===== src/source/csr_pkg.sv =====
// ============================================================
// Shared types and constants of the machine-mode CSR file
// RV32 only, so xlen is fixed at 32
// Only machine mode registers have addresses here
// ============================================================
`default_nettype none

package csr_pkg;

  localparam int xlen = 32;

  typedef logic [xlen-1:0] word_t;      // CSR data word
  typedef logic [11:0]     csr_addr_t;  // CSR address space
  typedef logic [4:0]      cause_t;     // Trap cause code

  typedef enum logic [1:0] {
    priv_user    = 2'b00,
    priv_super   = 2'b01,
    priv_machine = 2'b11
  } priv_t;

  // Same coding as funct3 of the SYSTEM opcode
  typedef enum logic [2:0] {
    csr_rw  = 3'b001,
    csr_rs  = 3'b010,
    csr_rc  = 3'b011,
    csr_rwi = 3'b101,
    csr_rsi = 3'b110,
    csr_rci = 3'b111
  } csr_op_e;

  // ==========================================================
  // Addresses
  // ==========================================================
  localparam csr_addr_t csr_mstatus_addr   = 12'h300;
  localparam csr_addr_t csr_misa_addr      = 12'h301;
  localparam csr_addr_t csr_mie_addr       = 12'h304;
  localparam csr_addr_t csr_mtvec_addr     = 12'h305;
  localparam csr_addr_t csr_mscratch_addr  = 12'h340;
  localparam csr_addr_t csr_mepc_addr      = 12'h341;
  localparam csr_addr_t csr_mcause_addr    = 12'h342;
  localparam csr_addr_t csr_mtval_addr     = 12'h343;
  localparam csr_addr_t csr_mip_addr       = 12'h344;
  localparam csr_addr_t csr_mvendorid_addr = 12'hF11;
  localparam csr_addr_t csr_marchid_addr   = 12'hF12;
  localparam csr_addr_t csr_mimpid_addr    = 12'hF13;
  localparam csr_addr_t csr_mhartid_addr   = 12'hF14;

  // Bit positions
  localparam int mstatus_mie_bit  = 3;
  localparam int mstatus_mpie_bit = 7;
  localparam int mstatus_mpp_lsb  = 11;  // MPP spans 12:11
  localparam int mip_msip_bit     = 3;
  localparam int mip_mtip_bit     = 7;
  localparam int mip_meip_bit     = 11;

  localparam word_t mip_hw_mask = 32'h0000_0888;  // MEIP, MTIP, MSIP
  localparam word_t misa_value  = 32'h4000_1129;  // MXL=1, I M A F D

  // ==========================================================
  // Bundles
  // ==========================================================
  typedef struct packed {
    csr_addr_t addr;
    word_t     wdata;   // rs1 value or zero-extended uimm
    csr_op_e   op;
    logic      we;      // Instruction writes the CSR
    logic      access;  // CSR instruction active
  } csr_req_t;

  typedef struct packed {
    logic      valid;
    csr_addr_t addr;
    word_t     data;
  } csr_wr_t;

  typedef struct packed {
    word_t  pc;
    cause_t cause;
    logic   is_interrupt;
    word_t  val;          // Goes to mtval
  } trap_req_t;

  typedef struct packed {
    logic msip;
    logic mtip;
    logic meip;
  } irq_lines_t;

  typedef struct packed {
    logic  mie;
    logic  mpie;
    priv_t mpp;
  } status_t;

endpackage

`default_nettype wire

===== src/source/csr_file.sv =====
// ============================================================
// Machine-mode CSR file of an RV32 core
// Reads and illegal_csr are same cycle, updates one cycle later
// trap_entry and mret are single-cycle pulses, never together
// ============================================================
`default_nettype none

module csr_file import csr_pkg::*; #(
  parameter word_t hart_id         = '0,
  parameter int    tvec_align_bits = 2
) (
  input  wire             clk,
  input  wire             reset_n,
  input  wire csr_req_t   csr_req,
  input  wire priv_t      current_priv,
  output word_t           csr_rdata,
  output logic            illegal_csr,
  input  wire             trap_entry,
  input  wire trap_req_t  trap_req,
  input  wire             mret,
  input  wire irq_lines_t irq_lines,
  output word_t           trap_vector,  // mtvec
  output word_t           mepc_out,
  output status_t         status,
  output word_t           mip_out,      // Includes live hw lines
  output word_t           mie_out
);

  csr_wr_t wr;          // Committed write
  word_t   status_word;
  word_t   mscratch;
  word_t   mcause;
  word_t   mtval;

  // ==========================================================
  // Decode and read path
  // ==========================================================
  csr_access_unit access_i (
    .csr_req(csr_req), .current_priv(current_priv), .csr_rdata(csr_rdata),
    .trap_entry(trap_entry), .mret(mret), .illegal_csr(illegal_csr), .wr(wr)
  );

  csr_read_mux #(.hart_id(hart_id)) read_mux_i (
    .addr(csr_req.addr), .status_word(status_word), .mtvec(trap_vector),
    .mscratch(mscratch), .mepc(mepc_out), .mcause(mcause), .mtval(mtval),
    .mie(mie_out), .mip(mip_out), .rdata(csr_rdata)
  );

  // ==========================================================
  // Register banks
  // ==========================================================
  csr_status_reg status_i (
    .clk(clk), .reset_n(reset_n), .wr(wr), .trap_entry(trap_entry), .mret(mret),
    .current_priv(current_priv), .status(status), .status_word(status_word)
  );

  csr_trap_regs #(.tvec_align_bits(tvec_align_bits)) trap_regs_i (
    .clk(clk), .reset_n(reset_n), .wr(wr), .trap_entry(trap_entry), .trap_req(trap_req),
    .mtvec(trap_vector), .mscratch(mscratch), .mepc(mepc_out), .mcause(mcause),
    .mtval(mtval)
  );

  csr_irq_regs irq_i (
    .clk(clk), .reset_n(reset_n), .wr(wr), .irq_lines(irq_lines),
    .mie(mie_out), .mip(mip_out)
  );

endmodule

`default_nettype wire


===== src/source/csr_irq_regs.sv =====
// ============================================================
// mie and the software part of mip
// MSIP, MTIP and MEIP come only from irq_lines, as levels
// ============================================================
`default_nettype none

module csr_irq_regs import csr_pkg::*; (
  input  wire             clk,
  input  wire             reset_n,
  input  wire csr_wr_t    wr,
  input  wire irq_lines_t irq_lines,
  output word_t           mie,
  output word_t           mip
);

  word_t mip_sw;  // Software-writable pending bits

  always_ff @(posedge clk or negedge reset_n) begin
    if (!reset_n) begin
      mie    <= '0;
      mip_sw <= '0;
    end else if (wr.valid) begin
      if (wr.addr == csr_mie_addr) mie    <= wr.data;
      if (wr.addr == csr_mip_addr) mip_sw <= wr.data & ~mip_hw_mask;  // hw bits dropped
    end
  end

  // Merge live hardware lines
  always_comb begin
    mip               = mip_sw;
    mip[mip_msip_bit] = irq_lines.msip;
    mip[mip_mtip_bit] = irq_lines.mtip;
    mip[mip_meip_bit] = irq_lines.meip;
  end

endmodule

`default_nettype wire


===== src/source/csr_trap_regs.sv =====
// ============================================================
// mtvec, mscratch, mepc, mcause and mtval
// tvec_align_bits must be 1 or 2, mtvec MODE bits read zero
// mepc is kept 2-byte aligned on writes
// ============================================================
`default_nettype none

module csr_trap_regs import csr_pkg::*; #(
  parameter int tvec_align_bits = 2
) (
  input  wire            clk,
  input  wire            reset_n,
  input  wire csr_wr_t   wr,
  input  wire            trap_entry,
  input  wire trap_req_t trap_req,
  output word_t          mtvec,
  output word_t          mscratch,
  output word_t          mepc,
  output word_t          mcause,
  output word_t          mtval
);

  // Bits kept on a write
  localparam word_t tvec_keep = ~word_t'((1 << tvec_align_bits) - 1);
  localparam word_t epc_keep  = ~word_t'(1);

  always_ff @(posedge clk or negedge reset_n) begin
    if (!reset_n) begin
      mtvec    <= '0;
      mscratch <= '0;
      mepc     <= '0;
      mcause   <= '0;
      mtval    <= '0;
    end else if (trap_entry) begin
      mepc   <= trap_req.pc;
      mcause <= {trap_req.is_interrupt, {(xlen - 6){1'b0}}, trap_req.cause};
      mtval  <= trap_req.val;
    end else if (wr.valid) begin
      case (wr.addr)
        csr_mtvec_addr:    mtvec    <= wr.data & tvec_keep;
        csr_mscratch_addr: mscratch <= wr.data;
        csr_mepc_addr:     mepc     <= wr.data & epc_keep;
        csr_mcause_addr:   mcause   <= wr.data;
        csr_mtval_addr:    mtval    <= wr.data;
        default: ;                               // Not one of ours
      endcase
    end
  end

  // Handler base stays aligned across reset, writes and traps
  assert property (@(posedge clk) disable iff (!reset_n)
                   mtvec[tvec_align_bits-1:0] == '0);

endmodule

`default_nettype wire


===== src/source/csr_status_reg.sv =====
// ============================================================
// mstatus with MIE, MPIE and MPP only, other bits read zero
// MPP written as-is, no WARL legalization of value 2
// trap_entry and mret must never be high in the same cycle
// ============================================================
`default_nettype none

module csr_status_reg import csr_pkg::*; (
  input  wire           clk,
  input  wire           reset_n,
  input  wire csr_wr_t  wr,
  input  wire           trap_entry,
  input  wire           mret,
  input  wire priv_t    current_priv,
  output status_t       status,
  output word_t         status_word
);

  logic wr_hit;

  assign wr_hit = wr.valid && (wr.addr == csr_mstatus_addr);

  always_ff @(posedge clk or negedge reset_n) begin
    if (!reset_n) begin
      status.mie  <= 1'b0;
      status.mpie <= 1'b0;
      status.mpp  <= priv_machine;  // Hart starts in M mode
    end else if (trap_entry) begin
      status.mpie <= status.mie;    // Stack the enable
      status.mie  <= 1'b0;          // Handler runs masked
      status.mpp  <= current_priv;
    end else if (mret) begin
      status.mie  <= status.mpie;
      status.mpie <= 1'b1;
      status.mpp  <= priv_user;     // Least privileged mode
    end else if (wr_hit) begin
      status.mie  <= wr.data[mstatus_mie_bit];
      status.mpie <= wr.data[mstatus_mpie_bit];
      status.mpp  <= priv_t'(wr.data[mstatus_mpp_lsb +: 2]);
    end
  end

  // Architectural view for CSR reads
  always_comb begin
    status_word                          = '0;
    status_word[mstatus_mie_bit]         = status.mie;
    status_word[mstatus_mpie_bit]        = status.mpie;
    status_word[mstatus_mpp_lsb +: 2]    = status.mpp;
  end

  // Core must not retire an MRET in a trap cycle
  assert property (@(posedge clk) disable iff (!reset_n) !(trap_entry && mret));

endmodule

`default_nettype wire


===== src/source/csr_read_mux.sv =====
// ============================================================
// CSR read data select, zero for an unknown address
// hart_id is a design-time constant per hart
// ============================================================
`default_nettype none

module csr_read_mux import csr_pkg::*; #(
  parameter word_t hart_id = '0
) (
  input  wire csr_addr_t addr,
  input  wire word_t     status_word,  // Packed mstatus view
  input  wire word_t     mtvec,
  input  wire word_t     mscratch,
  input  wire word_t     mepc,
  input  wire word_t     mcause,
  input  wire word_t     mtval,
  input  wire word_t     mie,
  input  wire word_t     mip,          // Already merged with hw lines
  output word_t          rdata
);

  // Identity registers
  localparam word_t mvendorid_value = 32'h0000_0000;  // Non-commercial
  localparam word_t marchid_value   = 32'h0000_0000;
  localparam word_t mimpid_value    = 32'h0000_0001;

  always_comb begin
    case (addr)
      csr_mstatus_addr:   rdata = status_word;
      csr_misa_addr:      rdata = misa_value;
      csr_mie_addr:       rdata = mie;
      csr_mtvec_addr:     rdata = mtvec;
      csr_mscratch_addr:  rdata = mscratch;
      csr_mepc_addr:      rdata = mepc;
      csr_mcause_addr:    rdata = mcause;
      csr_mtval_addr:     rdata = mtval;
      csr_mip_addr:       rdata = mip;
      csr_mvendorid_addr: rdata = mvendorid_value;
      csr_marchid_addr:   rdata = marchid_value;
      csr_mimpid_addr:    rdata = mimpid_value;
      csr_mhartid_addr:   rdata = hart_id;
      default:            rdata = '0;  // Legality flagged by the access unit
    endcase
  end

endmodule

`default_nettype wire


===== src/source/csr_access_unit.sv =====
// ============================================================
// Legality check and read-modify-write value for CSR ops
// Purely combinational, result valid in the request cycle
// A write commits only if legal and no trap or MRET is active
// ============================================================
`default_nettype none

module csr_access_unit import csr_pkg::*; (
  input  wire csr_req_t csr_req,
  input  wire priv_t    current_priv,
  input  wire word_t    csr_rdata,     // Old value from the read mux
  input  wire           trap_entry,
  input  wire           mret,
  output logic          illegal_csr,
  output csr_wr_t       wr
);

  logic  exists;
  logic  priv_ok;
  logic  read_only;
  word_t new_value;

  always_comb begin
    // Address decode
    case (csr_req.addr)
      csr_mstatus_addr, csr_misa_addr, csr_mie_addr, csr_mtvec_addr,
      csr_mscratch_addr, csr_mepc_addr, csr_mcause_addr, csr_mtval_addr,
      csr_mip_addr, csr_mvendorid_addr, csr_marchid_addr,
      csr_mimpid_addr, csr_mhartid_addr: exists = 1'b1;
      default:                           exists = 1'b0;
    endcase

    priv_ok   = (csr_req.addr[9:8] <= current_priv);  // Level encoded in 9:8
    read_only = (csr_req.addr[11:10] == 2'b11) ||     // Standard RO range
                (csr_req.addr == csr_misa_addr);      // misa is fixed here

    illegal_csr = csr_req.access &&
                  (!exists || !priv_ok || (csr_req.we && read_only));

    // Read-modify-write
    case (csr_req.op)
      csr_rw,  csr_rwi: new_value = csr_req.wdata;
      csr_rs,  csr_rsi: new_value = csr_rdata | csr_req.wdata;
      csr_rc,  csr_rci: new_value = csr_rdata & ~csr_req.wdata;
      default:          new_value = csr_rdata;  // Undefined funct3, no change
    endcase

    // Trap entry and MRET both suppress the write
    wr.valid = csr_req.access && csr_req.we && !illegal_csr && !trap_entry && !mret;
    wr.addr  = csr_req.addr;
    wr.data  = new_value;
  end

endmodule

`default_nettype wire


===== config.mk =====
export PLATFORM = sky130hd
export DESIGN_NAME = csr_file
export DESIGN_NICKNAME = d
export VERILOG_FILES = /design/src/source/csr_pkg.sv /design/src/source/csr_file.sv /design/src/source/csr_irq_regs.sv /design/src/source/csr_trap_regs.sv /design/src/source/csr_status_reg.sv /design/src/source/csr_read_mux.sv /design/src/source/csr_access_unit.sv
export SDC_FILE = /design/constraint.sdc
export NUM_CORES = 1
export LEC_CHECK = 0
export ABC_AREA = 1
export BUFFER_PORTS_ARGS = -buffer_cell sky130_fd_sc_hd__buf_2
export CAP_MARGIN = 0
export CORE_MARGIN = 2
export CORE_UTILIZATION = 38
export CTS_BUF_LIST = sky130_fd_sc_hd__clkbuf_8
export DETAILED_ROUTE_END_ITERATION = 10
export SLEW_MARGIN = 20
export SYNTH_ARGS = -nofsm -noshare
export SYNTH_HDL_FRONTEND = slang
export SYNTH_HIERARCHICAL = 1
export SYNTH_SLANG_ARGS = --single-unit

===== constraint.sdc =====
create_clock -name clk -period 2.8 [get_ports clk]
set_clock_uncertainty 0.2 [all_clocks]
set_input_delay 0.56 -clock clk [delete_from_list [all_inputs] [get_ports clk]]
set_output_delay 0.56 -clock clk [all_outputs]
set_load 0.01 [all_outputs]

# Yosys cells after proc, flatten, opt, wreduce, memory -nomap -nowiden
# Index checks and enable logic that the tools add are counted.
# word_totals
elab_cells	81
regBits	223
# classes
n_reduce_logical	31
n_eq_ne	20
bitwise_logic	4
n_lt_le_gt_ge	1
n_mux	15
# ops
op	n
$pmux W32 S10	1
$mux W32	9
$eq A12 B10 Y1 const B	9
$pmux W32 S3	1
$eq A12 B12 Y1 const B	4
$and A32 B32 Y32	1
$not A32 Y32	1
$or A32 B32 Y32	1
$reduce_or A13 Y1	1
$mux W4	3
$reduce_and A2 Y1	5
$eq A3 B3 Y1 const B	3
$reduce_bool A2 Y1	4
$logic_and A1 B1 Y1	7
$eq A3 B2 Y1 const B	2
$reduce_and A3 Y1	2
$reduce_or A2 Y1	3
$logic_not A1 Y1	5
$eq A3 B1 Y1 const B	1
$logic_or A1 B1 Y1	3
$reduce_bool A3 Y1	1
$eq A2 B2 Y1 const B	1
$le A2 B2 Y1	1
$mux W1	1
$not A1 Y1	1

# Depth between registers and ports, before layout
# logic_depth
ltp_word	15
depth_mapped	17
mapped_depth_nobuf	16

# Modules after synthesis
# Netlist, hierarchy kept.
# modules_own_cells
module	cells_each	instances	area_each_um2
csr_trap_regs	905	1	7144.4
csr_irq_regs	282	1	2513.7
csr_read_mux	578	1	2431.1
csr_access_unit	223	1	1086.0
csr_status_reg	72	1	530.5

# Worst setup path before layout
# No wires, ideal clock.
# synth_path
path_type	input to register
startpoint	input current_priv[1]
endpoint	register trap_regs_i.mcause[1]
path_buffers	1
setup_time_ns	0.117
arrival_time_ns	2.231
setup_slack_ns	0.252
cell_stages	13
cell_sequence	inv_1 > ha_1 > a21oi_1 > a21oi_1 > a21oi_1 > nand2_1 > nor2_2 > nand3_1 > nor2_2 > nand2_2 > buf_2 > nand3_1 > nand2_1
# synth_lines
element	line	rtl
start: declaration	csr_file.sv:15	input wire priv_t current_priv,
end signal: assignment	csr_trap_regs.sv:36	mcause <= {trap_req.is_interrupt, {(xlen - 6){1'b0}}, trap_req.cause};
end signal: assignment	csr_trap_regs.sv:43	csr_mcause_addr: mcause <= wr.data;
end: declaration	csr_trap_regs.sv:19	output word_t mcause,

# Worst setup path after layout
# layout_path
startpoint	input csr_req[48] (netlist name)
endpoint	output csr_rdata[20]
# layout_via
elab_chain_len	2
word_cells_on_any_way	11
# layout_lines
element	line	rtl
start: declaration	csr_file.sv:14	input wire csr_req_t csr_req,
$eq A12 B12 Y1 / $eq A12 B10 Y1 (equally long branches)	csr_read_mux.sv:28	case (addr)
$pmux W32 S10 (*)	csr_read_mux.sv:28	
end: declaration	csr_file.sv:16	output word_t csr_rdata,
# Mark *: on every way between the ends. The rest lies on a longest branch, timed or not.

==> results.yml <==
run:
  cap_violations: 0
timing:
  rsz0062_at_grt: "yes"
  setup_viol: 3
  finalWorstSetupSlack_ns: -0.0185
  max_slew_margin_pct: 54.5
  drv_slew: 0
  worst_slew_pin_slew_ns: 0.683
  post-route-period-util_pct: 101
  fmax_mhz: 355
  timing.final.crit_period_ns: 2.82
  tns_ns: -0.0259
  hold_violations: 0
global_route:
  overflow: 0
  antenna_found_initial: 1
  track_usage_pct: 29.5
  grt_pass1_vias: 13900
  grt_max_degree: 79
  grt_first_pass_wirelength_um: 85300
logic_synthesis:
  avgSynthCellArea_um2: 6.65
  synth_area_leader_cell: "dfrtp_1"
  syn_inst: 2060
  ys_ff_latch: 223
  synth_compound_area_share_pct: 3.07
  ys_types: 31
  yosysSeqAreaShare_pct: 40.7
  ys_warn_count: 6
  synth_xor_area_share_pct: 0.119
  synthSimpleGateAreaFrac_pct: 45.1
  synthAdderAreaFrac_pct: 0.183
  netlist.area_leader.share_pct: 40.4
  synth_top_family_by_area: "simple AND/OR/NAND/NOR gates"
  synth_area_leaders: "dfrtp_1, nand2_1, nand3_1"
  synthMuxAreaShare_pct: 0
  synth_area_um2: 13700
critical_path:
  rr_startpoint: "trap_regs_i/mepc[3]"
  ff2ff_setup_slack_ns: 0.86
  crit_slowest_cell: "nor2_4"
  crit_path_max_fanout: 7
  path_class: "input pin to output pin"
  r2r_end: "trap_regs_i/mcause[3]"
  path_cells: "buf_6, inv_2, nand2_2, nor2_4, nand2_4, nor2_4, clkbuf_16, nand2_1, nand2_2, nor2_1, nand2_1, buf_2"
  cp-end-kind: "output pin"
  startpoint: "csr_req[48]"
  cp-start-kind: "input pin"
  arrival_ns: 2.06
  required_ns: 2.04
  r2r_cells: 12
  slowest_delay_ns: 0.29
  crit_end: "csr_rdata[20]"
pwr:
  power_density_nw_per_um2: 412
  pwr-share-comb_pct: 14.7
  seq_power_share_pct: 45.3
  max-vdd-ir-drop_mv: 0.244
  swShare_pct: 29.4
  total_power_mw: 7.62
  p_leak_nw: 11.0
  power.internal_mw: 5.38
  power_frac_clock_pct: 39.9
  p_switching_mw: 2.24
placed_design:
  dpl.cell_count: 2851
  routabilityCongestion: 0.976
  portBuffers: 289
  post-place-ws_ns: -0.115
  dpl.hpwl_um: 41200
route:
  drt_wl_total_um: 58800
  num_vias: 15400
  antenna_left: 0
  via_per_inst: 5.22
  first_pass_iters: 7
  drc: 0
  drt_iter0_drc: 1767
  wire_per_inst_um: 20.0
hold_path:
  hold_depth: 5
  hp-class: "input pin to flip-flop"
die:
  core_um2: 35600
  dieArea_um2: 37600
  die_w_um: 194
  rows: 69
  io_pins: 293
  die-height_um: 194
  initial_utilization_pct: 38.5
final_layout:
  final_cell_mix: "nand2_1, nand3_1, buf_2"
  area.growth.synth_to_final_pct: 34.9
  nets: 2591
  n_antenna_cell: 0
  drive_gt1_share_pct: 28.3
  final_core_util_pct: 52.0
  layout_commonest_cell: "nand2_1"
  multi_input_area_um2: 7180
  instances_no_fill: 2949
  fillers: 3562
  regArea_um2: 5580
clock_tree:
  cts_buffers: 41
  cts_tree: "yes"
  cts_max_level: 2
  cts.reportedPaths.clkPinSlew_ns: 0.06
  clockBufferDepth: 3
  clock-sinks: 223
  insertion_delay_ns: 0.58
  cts_root_buf: "clkbuf_8"
outcome:
  violations: "setup timing"
  status: "finished with violations"
-- repair_timing --
item / CTS / global route
cloned: 0 / 8
setup buffers: 0 / 19
pin swaps: 1 / 41
resized for setup: 13 / 180
setup endpoints to repair: 31 / 32
hold buffers: 2 / 0
endpoints found under the hold margin: 58 / 0
-- how the worst min path moves through the flow --
stage | start | end | slack, ns
6_report | trap_req[55] | trap_regs_i/mepc[17] | 0.08
5_1_grt | trap_req[26] | trap_regs_i/mtval[26] | 0.11
4_1_cts | trap_req[55] | trap_regs_i/mepc[17] | 0.07
3_3_place_gp | trap_regs_i/mscratch[4] | trap_regs_i/mscratch[4] | 0.25
2_1_floorplan | reset_n | irq_i/mie[0] | 0.06
3_5_place_dp | trap_regs_i/mscratch[20] | trap_regs_i/mscratch[20] | 0.26
-- logic make-up after synthesis --
family | after synthesis
AO/OA/AOI/OAI | 74
adder cells (fa/ha/maj) | 2
AND/OR/NAND/NOR | 1468
flip-flops | 223
other | 2
XOR/XNOR | 1
buffers and inverters | 290
-- metrics by stage --
step | instance area, um^2 | hold slack [ns]
after floorplan | 13800 | 0.0644
after global placement | 16800 | 0.253
after detailed placement | 16800 | 0.258
after CTS | 17600 | 0.0746
after global routing | 18500 | 0.111
final | 18500 | 0.0817
-- per-layer routing --
layer / track usage (%) / part of all wire [%]
met4: 8.95 / 2.8
met5: 0 / 0
met3: 6.99 / 11
met1: 45.0 / 45
met2: 40.9 / 41
-- state kept, by name, summed over array words and instances, names as in the netlist --
name / cells
irq_i/mie: 32
irq_i/mip_sw: 29
status_i/status: 4
trap_regs_i/mcause: 32
trap_regs_i/mepc: 32
trap_regs_i/mscratch: 32
trap_regs_i/mtval: 32
trap_regs_i/mtvec: 30
-- synthesized netlist by cell type --
library cell and n:
ha_1 2, nand3_1 345, dfrtp_1 221, nor2_2 8, nand2_2 12, inv_2 6
nor2_1 113, nand3b_1 1, or2_4 1, a22o_1 2, o22ai_1 32, dfstp_2 2
nor3_4 1, a21oi_1 36, xnor2_2 1, buf_6 9, buf_2 65, nor3_1 2
nor2_4 11, clkbuf_1 24, nor3b_2 1, o21ai_0 3, or2_1 1, inv_1 114
nand2_4 1, buf_1 11, nand2_1 943, conb_1 2, nand4_1 28, a211oi_1 1
buf_4 61
-- power groups by stage --
| stage | Sequential, mW | Clock [mW] | Combinational, mW |
|---|---|---|---|
| 5_1_grt | 3.47 | 3.21 | 1.22 |
| 3_3_place_gp | 3.50 | 0 | 1.06 |
| 3_5_place_dp | 3.50 | 0 | 1.07 |
| 4_1_cts | 3.44 | 3.07 | 1.07 |
| 6_report | 3.46 | 3.05 | 1.12 |
| 2_1_floorplan | 3.48 | 0 | 0.488 |
-- cell type report --
class | count | share of cell area [%]
Timing Repair Buffer | 500 | 21.1
Clock buffer | 46 | 3.42
Tap cell | 461 | 3.12
Multi-Input combinational cell | 1575 | 38.9
Sequential cell | 223 | 30.2
Clock inverter | 24 | 0.724
Inverter | 120 | 2.56
-- worst max-delay path: cells and delay by family --
| kind | cells | cell delay (ns) |
|---|---|---|
| AND/OR/NAND/NOR | 8 | 0.94 |
| buffers and inverters | 4 | 0.55 |
Note: power is estimated with default switching activity, not from simulation.
